===== src/hdl/memPkg.sv =====
// Memory subsystem shared types
`default_nettype none

package memPkg;

  // Word address as seen by the requester
  typedef logic [15:0] addrT;

  // One data word
  typedef logic [31:0] dataT;

  // Byte enables with bit i covering byte i of the word
  typedef logic [3:0] maskT;

  // Bank count as a power of two
  localparam int DEF_NUM_BANKS = 4;

  // Words held by each bank
  localparam int DEF_BANK_WORDS = 256;

  // Requester credits, equal to the steer FIFO depth
  localparam int DEF_REQ_CREDITS = 4;

  // Depth of each bank request queue and response buffer
  localparam int DEF_BANK_DEPTH = 2;

endpackage

`default_nettype wire


===== src/hdl/bankSteer.sv =====
// Request buffer and bank steering
`default_nettype none
`timescale 1ns/1ns

module bankSteer #(
  parameter int NUM_BANKS   = memPkg::DEF_NUM_BANKS,
  parameter int BANK_WORDS  = memPkg::DEF_BANK_WORDS,
  parameter int REQ_CREDITS = memPkg::DEF_REQ_CREDITS,
  parameter int BANK_DEPTH  = memPkg::DEF_BANK_DEPTH
) (
  input  logic                          clk,
  input  logic                          rst,
  input  logic                          reqValid,
  input  logic                          reqWrite,
  input  memPkg::addrT                  reqAddr,
  input  memPkg::dataT                  reqData,
  input  memPkg::maskT                  reqMask,
  input  logic [NUM_BANKS-1:0]          bankCredit,
  input  logic                          orderFull,
  output logic                          reqCredit,
  output logic [NUM_BANKS-1:0]          bankValid,
  output logic                          bankWrite,
  output logic [$clog2(BANK_WORDS)-1:0] bankRow,
  output memPkg::dataT                  bankData,
  output memPkg::maskT                  bankMask,
  output logic                          orderPush,
  output logic [$clog2(NUM_BANKS)-1:0]  orderBank
);
  import memPkg::*;

  localparam int BANK_W = $clog2(NUM_BANKS);
  localparam int ROW_W  = $clog2(BANK_WORDS);
  localparam int PTR_W  = (REQ_CREDITS > 1) ? $clog2(REQ_CREDITS) : 1;
  localparam int FCNT_W = $clog2(REQ_CREDITS + 1);
  localparam int BCNT_W = $clog2(BANK_DEPTH + 1);

  // Request FIFO
  logic              fWrite [REQ_CREDITS];
  addrT              fAddr  [REQ_CREDITS];
  dataT              fData  [REQ_CREDITS];
  maskT              fMask  [REQ_CREDITS];
  logic [PTR_W-1:0]  wrPtr;
  logic [PTR_W-1:0]  rdPtr;
  logic [FCNT_W-1:0] fCount;

  // Free slots in each bank queue
  logic [BCNT_W-1:0] bankCnt [NUM_BANKS];

  logic              headWrite;
  addrT              headAddr;
  logic [BANK_W-1:0] headBank;
  logic              fire;

  assign headWrite = fWrite[rdPtr];
  assign headAddr  = fAddr[rdPtr];
  // Low word-address bits interleave over the banks
  assign headBank  = headAddr[BANK_W-1:0];

  // Reads also need room in the order queue
  assign fire = (fCount != '0) && (bankCnt[headBank] != '0) && (headWrite || !orderFull);

  assign reqCredit = fire;
  assign bankValid = fire ? (NUM_BANKS'(1) << headBank) : '0;
  assign bankWrite = headWrite;
  assign bankRow   = headAddr[BANK_W +: ROW_W];
  assign bankData  = fData[rdPtr];
  assign bankMask  = fMask[rdPtr];
  assign orderPush = fire && !headWrite;
  assign orderBank = headBank;

  always_ff @(posedge clk)
  begin
    if (reqValid)
    begin
      fWrite[wrPtr] <= reqWrite;
      fAddr[wrPtr]  <= reqAddr;
      fData[wrPtr]  <= reqData;
      fMask[wrPtr]  <= reqMask;
    end
  end

  always_ff @(posedge clk)
  begin
    if (rst)
    begin
      wrPtr  <= '0;
      rdPtr  <= '0;
      fCount <= '0;
      for (int i = 0; i < NUM_BANKS; i++)
        bankCnt[i] <= BCNT_W'(BANK_DEPTH);
    end
    else
    begin
      if (reqValid)
        wrPtr <= (wrPtr == PTR_W'(REQ_CREDITS - 1)) ? '0 : wrPtr + 1'b1;
      if (fire)
        rdPtr <= (rdPtr == PTR_W'(REQ_CREDITS - 1)) ? '0 : rdPtr + 1'b1;
      fCount <= fCount + FCNT_W'(reqValid) - FCNT_W'(fire);
      // Spend on send, refill on bank dequeue
      for (int i = 0; i < NUM_BANKS; i++)
        bankCnt[i] <= bankCnt[i] + BCNT_W'(bankCredit[i]) - BCNT_W'(bankValid[i]);
    end
  end

  // Requester never sends without a credit
  assert property (@(posedge clk) disable iff (rst)
    reqValid |-> fCount < FCNT_W'(REQ_CREDITS));

  for (genvar g = 0; g < NUM_BANKS; g++)
  begin : gCntChk
    // Banks return no more credits than were spent
    assert property (@(posedge clk) disable iff (rst)
      bankCnt[g] <= BCNT_W'(BANK_DEPTH));
  end

endmodule

`default_nettype wire


===== config.mk =====
export PLATFORM = sky130hd
export DESIGN_NAME = bankSteer
export DESIGN_NICKNAME = d
export VERILOG_FILES = /design/src/hdl/memPkg.sv /design/src/hdl/bankSteer.sv
export SDC_FILE = /design/constraint.sdc
export NUM_CORES = 1
export LEC_CHECK = 0
export BUFFER_PORTS_ARGS = -buffer_cell sky130_fd_sc_hd__buf_2
export CAP_MARGIN = 20
export CORE_MARGIN = 5
export CORE_UTILIZATION = 56
export CTS_CLUSTER_DIAMETER = 50
export DETAILED_ROUTE_END_ITERATION = 10
export PLACE_DENSITY = 0.79
export SYNTH_ARGS = -nofsm -noshare
export SYNTH_HDL_FRONTEND = slang
export SYNTH_SLANG_ARGS = --single-unit

===== constraint.sdc =====
create_clock -name clk -period 4.3 [get_ports clk]
set_input_delay 0.645 -clock clk [delete_from_list [all_inputs] [get_ports clk]]
set_output_delay 0.645 -clock clk [all_outputs]
set_load 0.005 [all_outputs]

==> impl_metrics.ini <==
[grt]
grt_first_pass_wirelength_um = 21700
grt_usage = 0.173
grt_max_degree = 35
grt_pass1_vias = 4029
antenna_found_initial = 0
grt-ovfl-total = 0

[detailed_routing]
drc = 0
ant_nets = 0
firstDrtPassIters = 4
drt-total-wl_um = 13800
via_count = 3755
drt-vias-per-instance = 5.51
drt_iter0_markers = 226
wl_per_cell_um = 20.3

[cts]
cts_root_buf = clkbuf_16
cts_buffers = 22
path_clk_slew_ps = 60
clockBufferDepth = 3
clk_latency_ps = 490
cts_resized = 0
cts.sinks = 205
cts_tree = built
post_cts_buffers = 0
holdBufCountCts = 0
h-tree-depth = 1

[yosys]
async_reset_ff_frac = 0
syn_area_sq_mm = 0.00777
synth_common_cells = edfxtp_1, mux4_2, dfxtp_1
yosysMostFrequentCell = edfxtp_1
synthFlopType = edfxtp_1
synth_top_area_cell = edfxtp_1
yosys-top-cells-area = edfxtp_1, mux4_2, dfxtp_1
yosysSeqAreaShare = 0.770
ys_warn_count = 0
synth_top_area_frac = 0.726
synth_fp_nets = 436
ys_ff_latch = 205
yosysUniqueCellTypes = 31
postSynthAreaPerCell_sq_um = 21.7
synth_edf_count = 188
syn_inst = 359

[layout]
finish.net_count = 562
final_util = 0.675
area_growth_pct = 19.5
antennaDiodeCount = 0
drive_above_1_share = 0.403

[floorplan]
coreArea_sq_mm = 0.0138
start_util = 0.564
die_y_um = 128
std_cell_rows = 43
die-area_sq_mm = 0.0163
pin_count = 114
die_width_um = 128

[flow_run]
cap_violations = 0

[pwr]
switching_power_uw = 1460
pwr-share-comb = 0.237
p_int_uw = 4240
power_density_mw_per_mm2 = 613
power.share.sequential = 0.428
swShare = 0.256
leakagePower_uw = 0.00331
power_frac_clock = 0.335
peakVddDrop_uv = 381

[sta]
tightest_slew_ps = 909
slew_viol_final = 0
min_period_ps = 3370
relSlewSlack = 0.394
clock.fmax_mhz = 297
rsz0062_at_grt = no
finClkSkew_ps = 6.50
period_share = 0.783
fin_tns_setup_ps = 0
hold_viol = 0
setup_viol = 0

[hold_path]
hp-class = input port to flop
hold_depth = 1

[critical_path]
crit_path_end_kind = primary output
critPathMaxFanout = 24
criticalPathCategory = flop to primary output
cp_slowest_cell = dfxtp_4
crit_path_max_incr_delay_ps = 620
crit_required_ps = 3650
arrival_ps = 2720
start_kind = flop
path_cells = mux4_2 > o32ai_1 > clkinv_1 > and4b_1 > nor2b_1 > buf_2
reg2reg_depth = 12

[status]
status = finished clean

[place]
port_buffers = 107
hpwlAfterDp_um = 8770
place.gp.congestion = 0.715
==> kinds of logic after synthesis <==
family / count (synthesis) / synth area share
AND/OR/NAND/NOR: 40 / 0.0275
flip-flops: 205 / 0.770
multiplexers: 53 / 0.142
adder cells (fa/ha/maj): 16 / 0.0267
buffers and inverters: 29 / 0.0158
AO/OA/AOI/OAI: 6 / 0.00628
XOR/XNOR: 10 / 0.0113
==> critical path, delay by kind of cell (launching register included) <==
family / cells / cell delay [ps]
DFF: 1 / 620
AOI/OAI and AO/OA: 1 / 220
buffers and inverters: 2 / 280
muxes: 1 / 610
and+or+nand+nor: 2 / 490
==> cell usage in the layout, fill, tap and decap left out, drive strengths merged, types with 2 or more instances in the layout <==
master and n:
dfxtp 17, xnor2 5, nor2b 8, mux2 2, nand2 2, ha 15
a32oi 2, nor2 12, nand2b 6, clkinvlp 2, buf 114, a21oi 2
clkinv 8, inv 17, xor2 5, and2 4, mux2i 6, edfxtp 188
clkbuf 26, or3 2, nor3 4, mux4 45, bufinv 4
==> metal layers <==
layer	up-vias	routed length, um	GRT usage
met5	-	0	0
met4	0	304	0.0487
met3	26	993	0.0350
met2	110	7210	0.303
met1	1925	5290	0.221
li1	1694	-	-
==> worst paths after layout <==
kind,startpoint,end,slack (ps)
setup / recovery,flop,orderPush,930
setup reg to reg,flop,fCount[2],940
hold reg to reg,bankCnt[0][1],bankCnt[0][1],500
hold / removal,reqAddr[7],fAddr[3][7],370
==> area by class of cell <==
class,instances,area (sq um)
Sequential cell,205,5990
Fill cell,910,4480
Multi-Input combinational cell,125,1670
Timing Repair Buffer,114,588
Clock buffer,26,566
Tap cell,180,225
Clock inverter,14,186
Inverter,17,63.8
==> metrics by stage <==
stage	setup slack [ps]	hold WS, ps	std cells	total power, uW	cell area, sq um
final	933	369	681	5700	9290
after floorplan	1290	463	359	3380	7770
after global routing	675	342	681	6020	9290
after global placement	997	480	641	3820	8540
after CTS	854	348	681	5790	9290
after detailed placement	910	485	641	3860	8540
==> sequential cells by signal (all words and copies together), names as in the netlist, named ones only <==
signal / cells
wrPtr: 2
fWrite: 4
fAddr: 40
fData: 128
bankCnt: 8
fCount: 3
rdPtr: 2
fMask: 16
==> power by group through the flow <==
stage / registers (uW) / logic (uW) / clock network (uW)
after floorplan: 2410 / 973 / 0
after global placement: 2480 / 1340 / 0
after detailed placement: 2490 / 1370 / 0
after CTS: 2450 / 1390 / 1950
after global routing: 2470 / 1500 / 2050
final: 2440 / 1350 / 1910
Power figures use the tool's default switching activity.
