[src/hdl/memPkg.sv]
// Memory subsystem shared types
`default_nettype none

package memPkg;

  // Word address as seen by the requester
  typedef logic [15:0] addrT;

  // One data word
  typedef logic [31:0] dataT;

  // Byte enables with bit i covering byte i of the word
  typedef logic [3:0] maskT;

  // Bank count as a power of two
  localparam int DEF_NUM_BANKS = 4;

  // Words held by each bank
  localparam int DEF_BANK_WORDS = 256;

  // Requester credits, equal to the steer FIFO depth
  localparam int DEF_REQ_CREDITS = 4;

  // Depth of each bank request queue and response buffer
  localparam int DEF_BANK_DEPTH = 2;

endpackage

`default_nettype wire

[src/hdl/respOrder.sv]
// In-order read response return
`default_nettype none
`timescale 1ns/1ns

module respOrder #(
  parameter int NUM_BANKS   = memPkg::DEF_NUM_BANKS,
  parameter int REQ_CREDITS = memPkg::DEF_REQ_CREDITS,
  parameter int BANK_DEPTH  = memPkg::DEF_BANK_DEPTH
) (
  input  logic                            clk,
  input  logic                            rst,
  input  logic                            orderPush,
  input  logic [$clog2(NUM_BANKS)-1:0]    orderBank,
  input  logic [NUM_BANKS-1:0]            rdValid,
  input  memPkg::dataT [NUM_BANKS-1:0]    rdData,
  input  logic                            respCredit,
  output logic                            orderFull,
  output logic [NUM_BANKS-1:0]            rdPop,
  output logic                            respValid,
  output memPkg::dataT                    respData
);
  import memPkg::*;

  localparam int BANK_W      = $clog2(NUM_BANKS);
  // Covers every read that can sit between the steer FIFO and the banks
  localparam int ORDER_DEPTH = REQ_CREDITS + NUM_BANKS * BANK_DEPTH;
  localparam int PTR_W       = $clog2(ORDER_DEPTH);
  localparam int CNT_W       = $clog2(ORDER_DEPTH + 1);
  localparam int CRED_W      = 16;

  // Bank index of each outstanding read, oldest at the read pointer
  logic [BANK_W-1:0] orderBuf [ORDER_DEPTH];
  logic [PTR_W-1:0]  oWrPtr;
  logic [PTR_W-1:0]  oRdPtr;
  logic [CNT_W-1:0]  oCount;

  // Response slots granted by the consumer
  logic [CRED_W-1:0] credCnt;

  logic [BANK_W-1:0] headBank;
  dataT              headData;
  logic              headReady;

  assign headBank  = orderBuf[oRdPtr];
  assign headData  = rdData[headBank];
  assign headReady = (oCount != '0) && rdValid[headBank] && (credCnt != '0);

  assign orderFull = oCount == CNT_W'(ORDER_DEPTH);
  assign rdPop     = headReady ? (NUM_BANKS'(1) << headBank) : '0;

  always_ff @(posedge clk)
  begin
    if (orderPush)
      orderBuf[oWrPtr] <= orderBank;
    if (headReady)
      respData <= headData;
  end

  always_ff @(posedge clk)
  begin
    if (rst)
    begin
      oWrPtr    <= '0;
      oRdPtr    <= '0;
      oCount    <= '0;
      credCnt   <= '0;
      respValid <= 1'b0;
    end
    else
    begin
      if (orderPush)
        oWrPtr <= (oWrPtr == PTR_W'(ORDER_DEPTH - 1)) ? '0 : oWrPtr + 1'b1;
      if (headReady)
        oRdPtr <= (oRdPtr == PTR_W'(ORDER_DEPTH - 1)) ? '0 : oRdPtr + 1'b1;
      oCount    <= oCount + CNT_W'(orderPush) - CNT_W'(headReady);
      credCnt   <= credCnt + CRED_W'(respCredit) - CRED_W'(headReady);
      respValid <= headReady;
    end
  end

  // Steer side never pushes into a full order queue
  assert property (@(posedge clk) disable iff (rst)
    orderPush |-> !orderFull);

endmodule

`default_nettype wire

[config.mk]
export PLATFORM = sky130hd
export DESIGN_NAME = respOrder
export DESIGN_NICKNAME = d
export VERILOG_FILES = /design/src/hdl/memPkg.sv /design/src/hdl/respOrder.sv
export SDC_FILE = /design/constraint.sdc
export NUM_CORES = 1
export LEC_CHECK = 0
export ABC_AREA = 1
export BUFFER_PORTS_ARGS = -buffer_cell sky130_fd_sc_hd__buf_2
export CORE_MARGIN = 2
export CORE_UTILIZATION = 30
export DETAILED_ROUTE_END_ITERATION = 10
export PLACE_DENSITY = 0.57
export SLEW_MARGIN = 20
export SYNTH_ARGS = -nofsm -noshare
export SYNTH_HDL_FRONTEND = slang
export SYNTH_SLANG_ARGS = --single-unit
[constraint.sdc]
create_clock -name clk -period 3 [get_ports clk]
set_clock_uncertainty 0.2 [all_clocks]
set_input_delay 0.45 -clock clk [delete_from_list [all_inputs] [get_ports clk]]
set_output_delay 0.45 -clock clk [all_outputs]
set_load 0.01 [all_outputs]
==> summary.txt <==
STA
  • # setup viols final: 10
  • Final hold vios: 0
  • Final worst setup slack: -0.179 ns
  • Min Tclk post-route: 3.18 ns
  • Slew @ Worst Pin: 0.808 ns
  • Setup TNS: -1.20 ns
  • Max_slew headroom: 0.460
  • RSZ-0062 raised after global routing: yes
  • Peak Freq: 315 MHz
  • Slew Limit Fails: 0
  • Final Cycle Share: 1.06

Global route
  • First-pass GRT wire length: 22.7 mm
  • Initial antenna violation count: 0
  • Tot GR Track Use: 0.162
  • Number of global-route vias before repair: 4550
  • Pin count of the biggest net entering global routing: 33
  • Grt total ovfl: 0

Floorplanning
  • Initial core utilization: 0.305
  • Row Count: 47
  • I/O pins: 176
  • Die Y-Extent: 133 µm
  • Die X: 133 µm
  • Full die area: 17800 µm²
  • Core Area: 16500 µm²

Place
  • Post-DP HPWL: 11.1 mm
  • Port bufs: 175
  • Setup WS pre-CTS: -0.271 ns
  • Area post-placement: 6420 µm²
  • Cells after DPL: 1001
  • Gpl congestion: 0.823

Pwr
  • Comb power frac: 0.569
  • Pwr dens: 1060 nW/µm²
  • Net Sw Frac: 0.418
  • Leak: 3.31 nW
  • Psw: 0.00311 W
  • Cell internal pwr: 0.00434 W
  • Maximum VDD drop: 0.387 mV
  • Clk pwr share: 0.161
  • Sequential power share: 0.269

CTS
  • Number of CTS-inserted buffers: 9
  • Clock-pin transition on the worst setup and hold timing paths: 0.07 ns
  • Worst-Skew Late Latency: 0.34 ns
  • Htree depth: 3
  • TritonCTS Sinks: 89
  • TritonCTS clock tree: built
  • Clk buf depth: 2
  • Clock Tree Root: clkbuf_16
  • Hold-fix buffers, CTS: 0

Finish
  • Finished Layout Cells: 1033
  • Layout area overhead: 40.1%
  • Commonest non-fill, non-tap cell in the layout: buf_2
  • Share of layout cells above drive strength 1: 0.392
  • Design area: 7040 µm²
  • Commonest non-fill, non-tap cells in the layout: buf_2 (175), nand2_1 (110), inv_1 (70)
  • Inserted Diodes: 0
  • Final nets: 980

Detailed routing
  • First DRT Iteration DRCs: 213
  • Drt pass-1 iters: 4
  • Final wirelength: 14.6 mm
  • Wire length per cell: 14.1 µm
  • DRC violations left: 0
  • Routed Antenna Nets: 0
  • Via-to-Cell Ratio: 4.59
  • Vias: 4744

Synth
  • Synth Flop Type: edfxtp_1
  • Synth Cell Area: 5030 µm²
  • Syn Area/Cell: 8.65 µm²
  • Seq cells post-synth: 89
  • Mapped Cells: 581
  • Syn Nets: 753
  • Ys async rst share: 0
  • Register area share after synthesis: 0.466
  • Post-synthesis cell type count: 43
  • EDFF count, synth: 56
  • Proportion of netlist area held by the largest area contributor: 0.335
  • Yosys top cell by area: edfxtp_1
  • Synth top area cells: edfxtp_1 (33%), dfxtp_1 (13%), nand2_1 (9.0%)
  • Ys Warns: 0

Run
  • Max_cap viols: 0

Status
  • Failing checks: setup timing
  • Outcome: finished with violations

Setup path
  • CP dominant cell by count: nand2_4
  • CP max stage delay: 0.40 ns
  • CP startpoint kind: flop
  • WP data arrival: 3.21 ns
  • Crit end category: flop
  • Worst-path maximum fanout: 6
  • CP Class: flop to flop
  • CP required: 3.03 ns
  • Crit path buffers/inverters: 4
  • Flop2flop setup slack: -0.18 ns
  • CP max-delay cell: dfxtp_4
  • Family with the most delay on the worst path: simple AND/OR/NAND/NOR gates

Hold path
  • Worst min path class: input pin to flop
power groups by stage:
stage | Combinational, W | Clock [W] | Sequential (W)
after floorplan | 0.00226 | 0 | 0.00214
after global placement | 0.00375 | 0 | 0.00202
after detailed placement | 0.00375 | 0 | 0.00203
after CTS | 0.00412 | 0.00124 | 0.00201
after global routing | 0.00474 | 0.00129 | 0.00205
final | 0.00424 | 0.00120 | 0.00200
synth_stat cells, types with 2 or more instances:
cell type    n
nor3_1       3
dfxtp_1     33
a21o_1       2
a211oi_1     2
nand2_1    121
edfxtp_1    56
nor2_1      52
o21a_1       2
clkbuf_1     3
nand3b_1     2
a21oi_2      2
nor3b_1      2
fa_1         2
a22oi_1     32
nand2_4      5
o21ai_0     17
nand2_2      4
nand4_1      4
buf_6        2
inv_2        3
a21oi_1     32
ha_1        32
nand3_1     60
inv_1       73
buf_2       12
nor2_2       3
nor3_2       4
cell families after synthesis:
group                      synth area share
AOI/OAI and AO/OA                     0.119
DFF                                   0.466
adders and majority gates            0.0876
and+or+nand+nor                       0.245
buffers and inverters                0.0797
xor gates and xnor gates            0.00174
area by class of cell:
class                   instances  area (µm²)
clock buffers                   9         225
clock inverters                 7        96.3
inverters                      77         304
multi-input cells             397        2440
flip-flops and latches         89        2350
repair buffers                234        1350
well taps                     220         275
fillers                      1627        9430
metal layers:
metal  wire (µm)  global-route usage  vias to the layer above  share of wire
met1        6360               0.197                     2158           0.44
met2        7010               0.280                      150           0.48
met5           0                   0                        -              0
met4         310              0.0544                        0          0.021
li1            -                   -                     2423              -
met3         922              0.0392                       13          0.063
state kept, by name, summed over array words and instances (netlist names), named ones only:
name	cells
oRdPtr	4
oWrPtr	4
respValid	1
respData	32
orderBuf	24
oCount	4
credCnt	16
timing repair:
item	in CTS	in global routing
setup endpoints to repair	10	18
gates resized for setup	31	18
pin swaps	23	9
hold endpoints to repair	0	0
setup buffers	12	4
path summary, 6_finish.rpt:
kind	endpoint	startpoint	cells past startpoint
worst max-delay path	credCnt[12]	flop	26
worst min-delay path	respData[11]	rdData[11]	3
worst max register to register	credCnt[12]	flop	26
worst min register to register	oRdPtr[3]	oRdPtr[3]	2
worst reg2reg max path, cell delays in order, from the launching register on:
cell	delay [ns]
dfxtp_4	0.40
buf_6	0.14
nand2_4	0.05
nand3_2	0.06
nand2_1	0.05
o21a_2	0.23
nand2_4	0.08
nand2_8	0.07
clkinv_8	0.05
nand2_4	0.04
nand2_4	0.06
nand2_4	0.06
nor2_4	0.10
inv_2	0.04
nand2_2	0.07
ha_4	0.13
inv_2	0.03
fa_2	0.33
nor2_1	0.11
o21ai_1	0.07
nand2_1	0.10
nand2_1	0.07
nand2_2	0.10
a21o_1	0.18
a21boi_2	0.08
o21ai_1	0.13
nor2_1	0.05
per-stage QoR:
stage | total power [W] | utilization | hold slack (ns)
final | 0.00745 | 0.428 | 0.191
after global routing | 0.00808 | 0.428 | 0.191
after CTS | 0.00737 | 0.422 | 0.180
after detailed placement | 0.00577 | 0.390 | 0.291
after global placement | 0.00577 | 0.390 | 0.291
after floorplan | 0.00440 | - | 0.264
No activity file was read; power rests on OpenSTA's default activity.
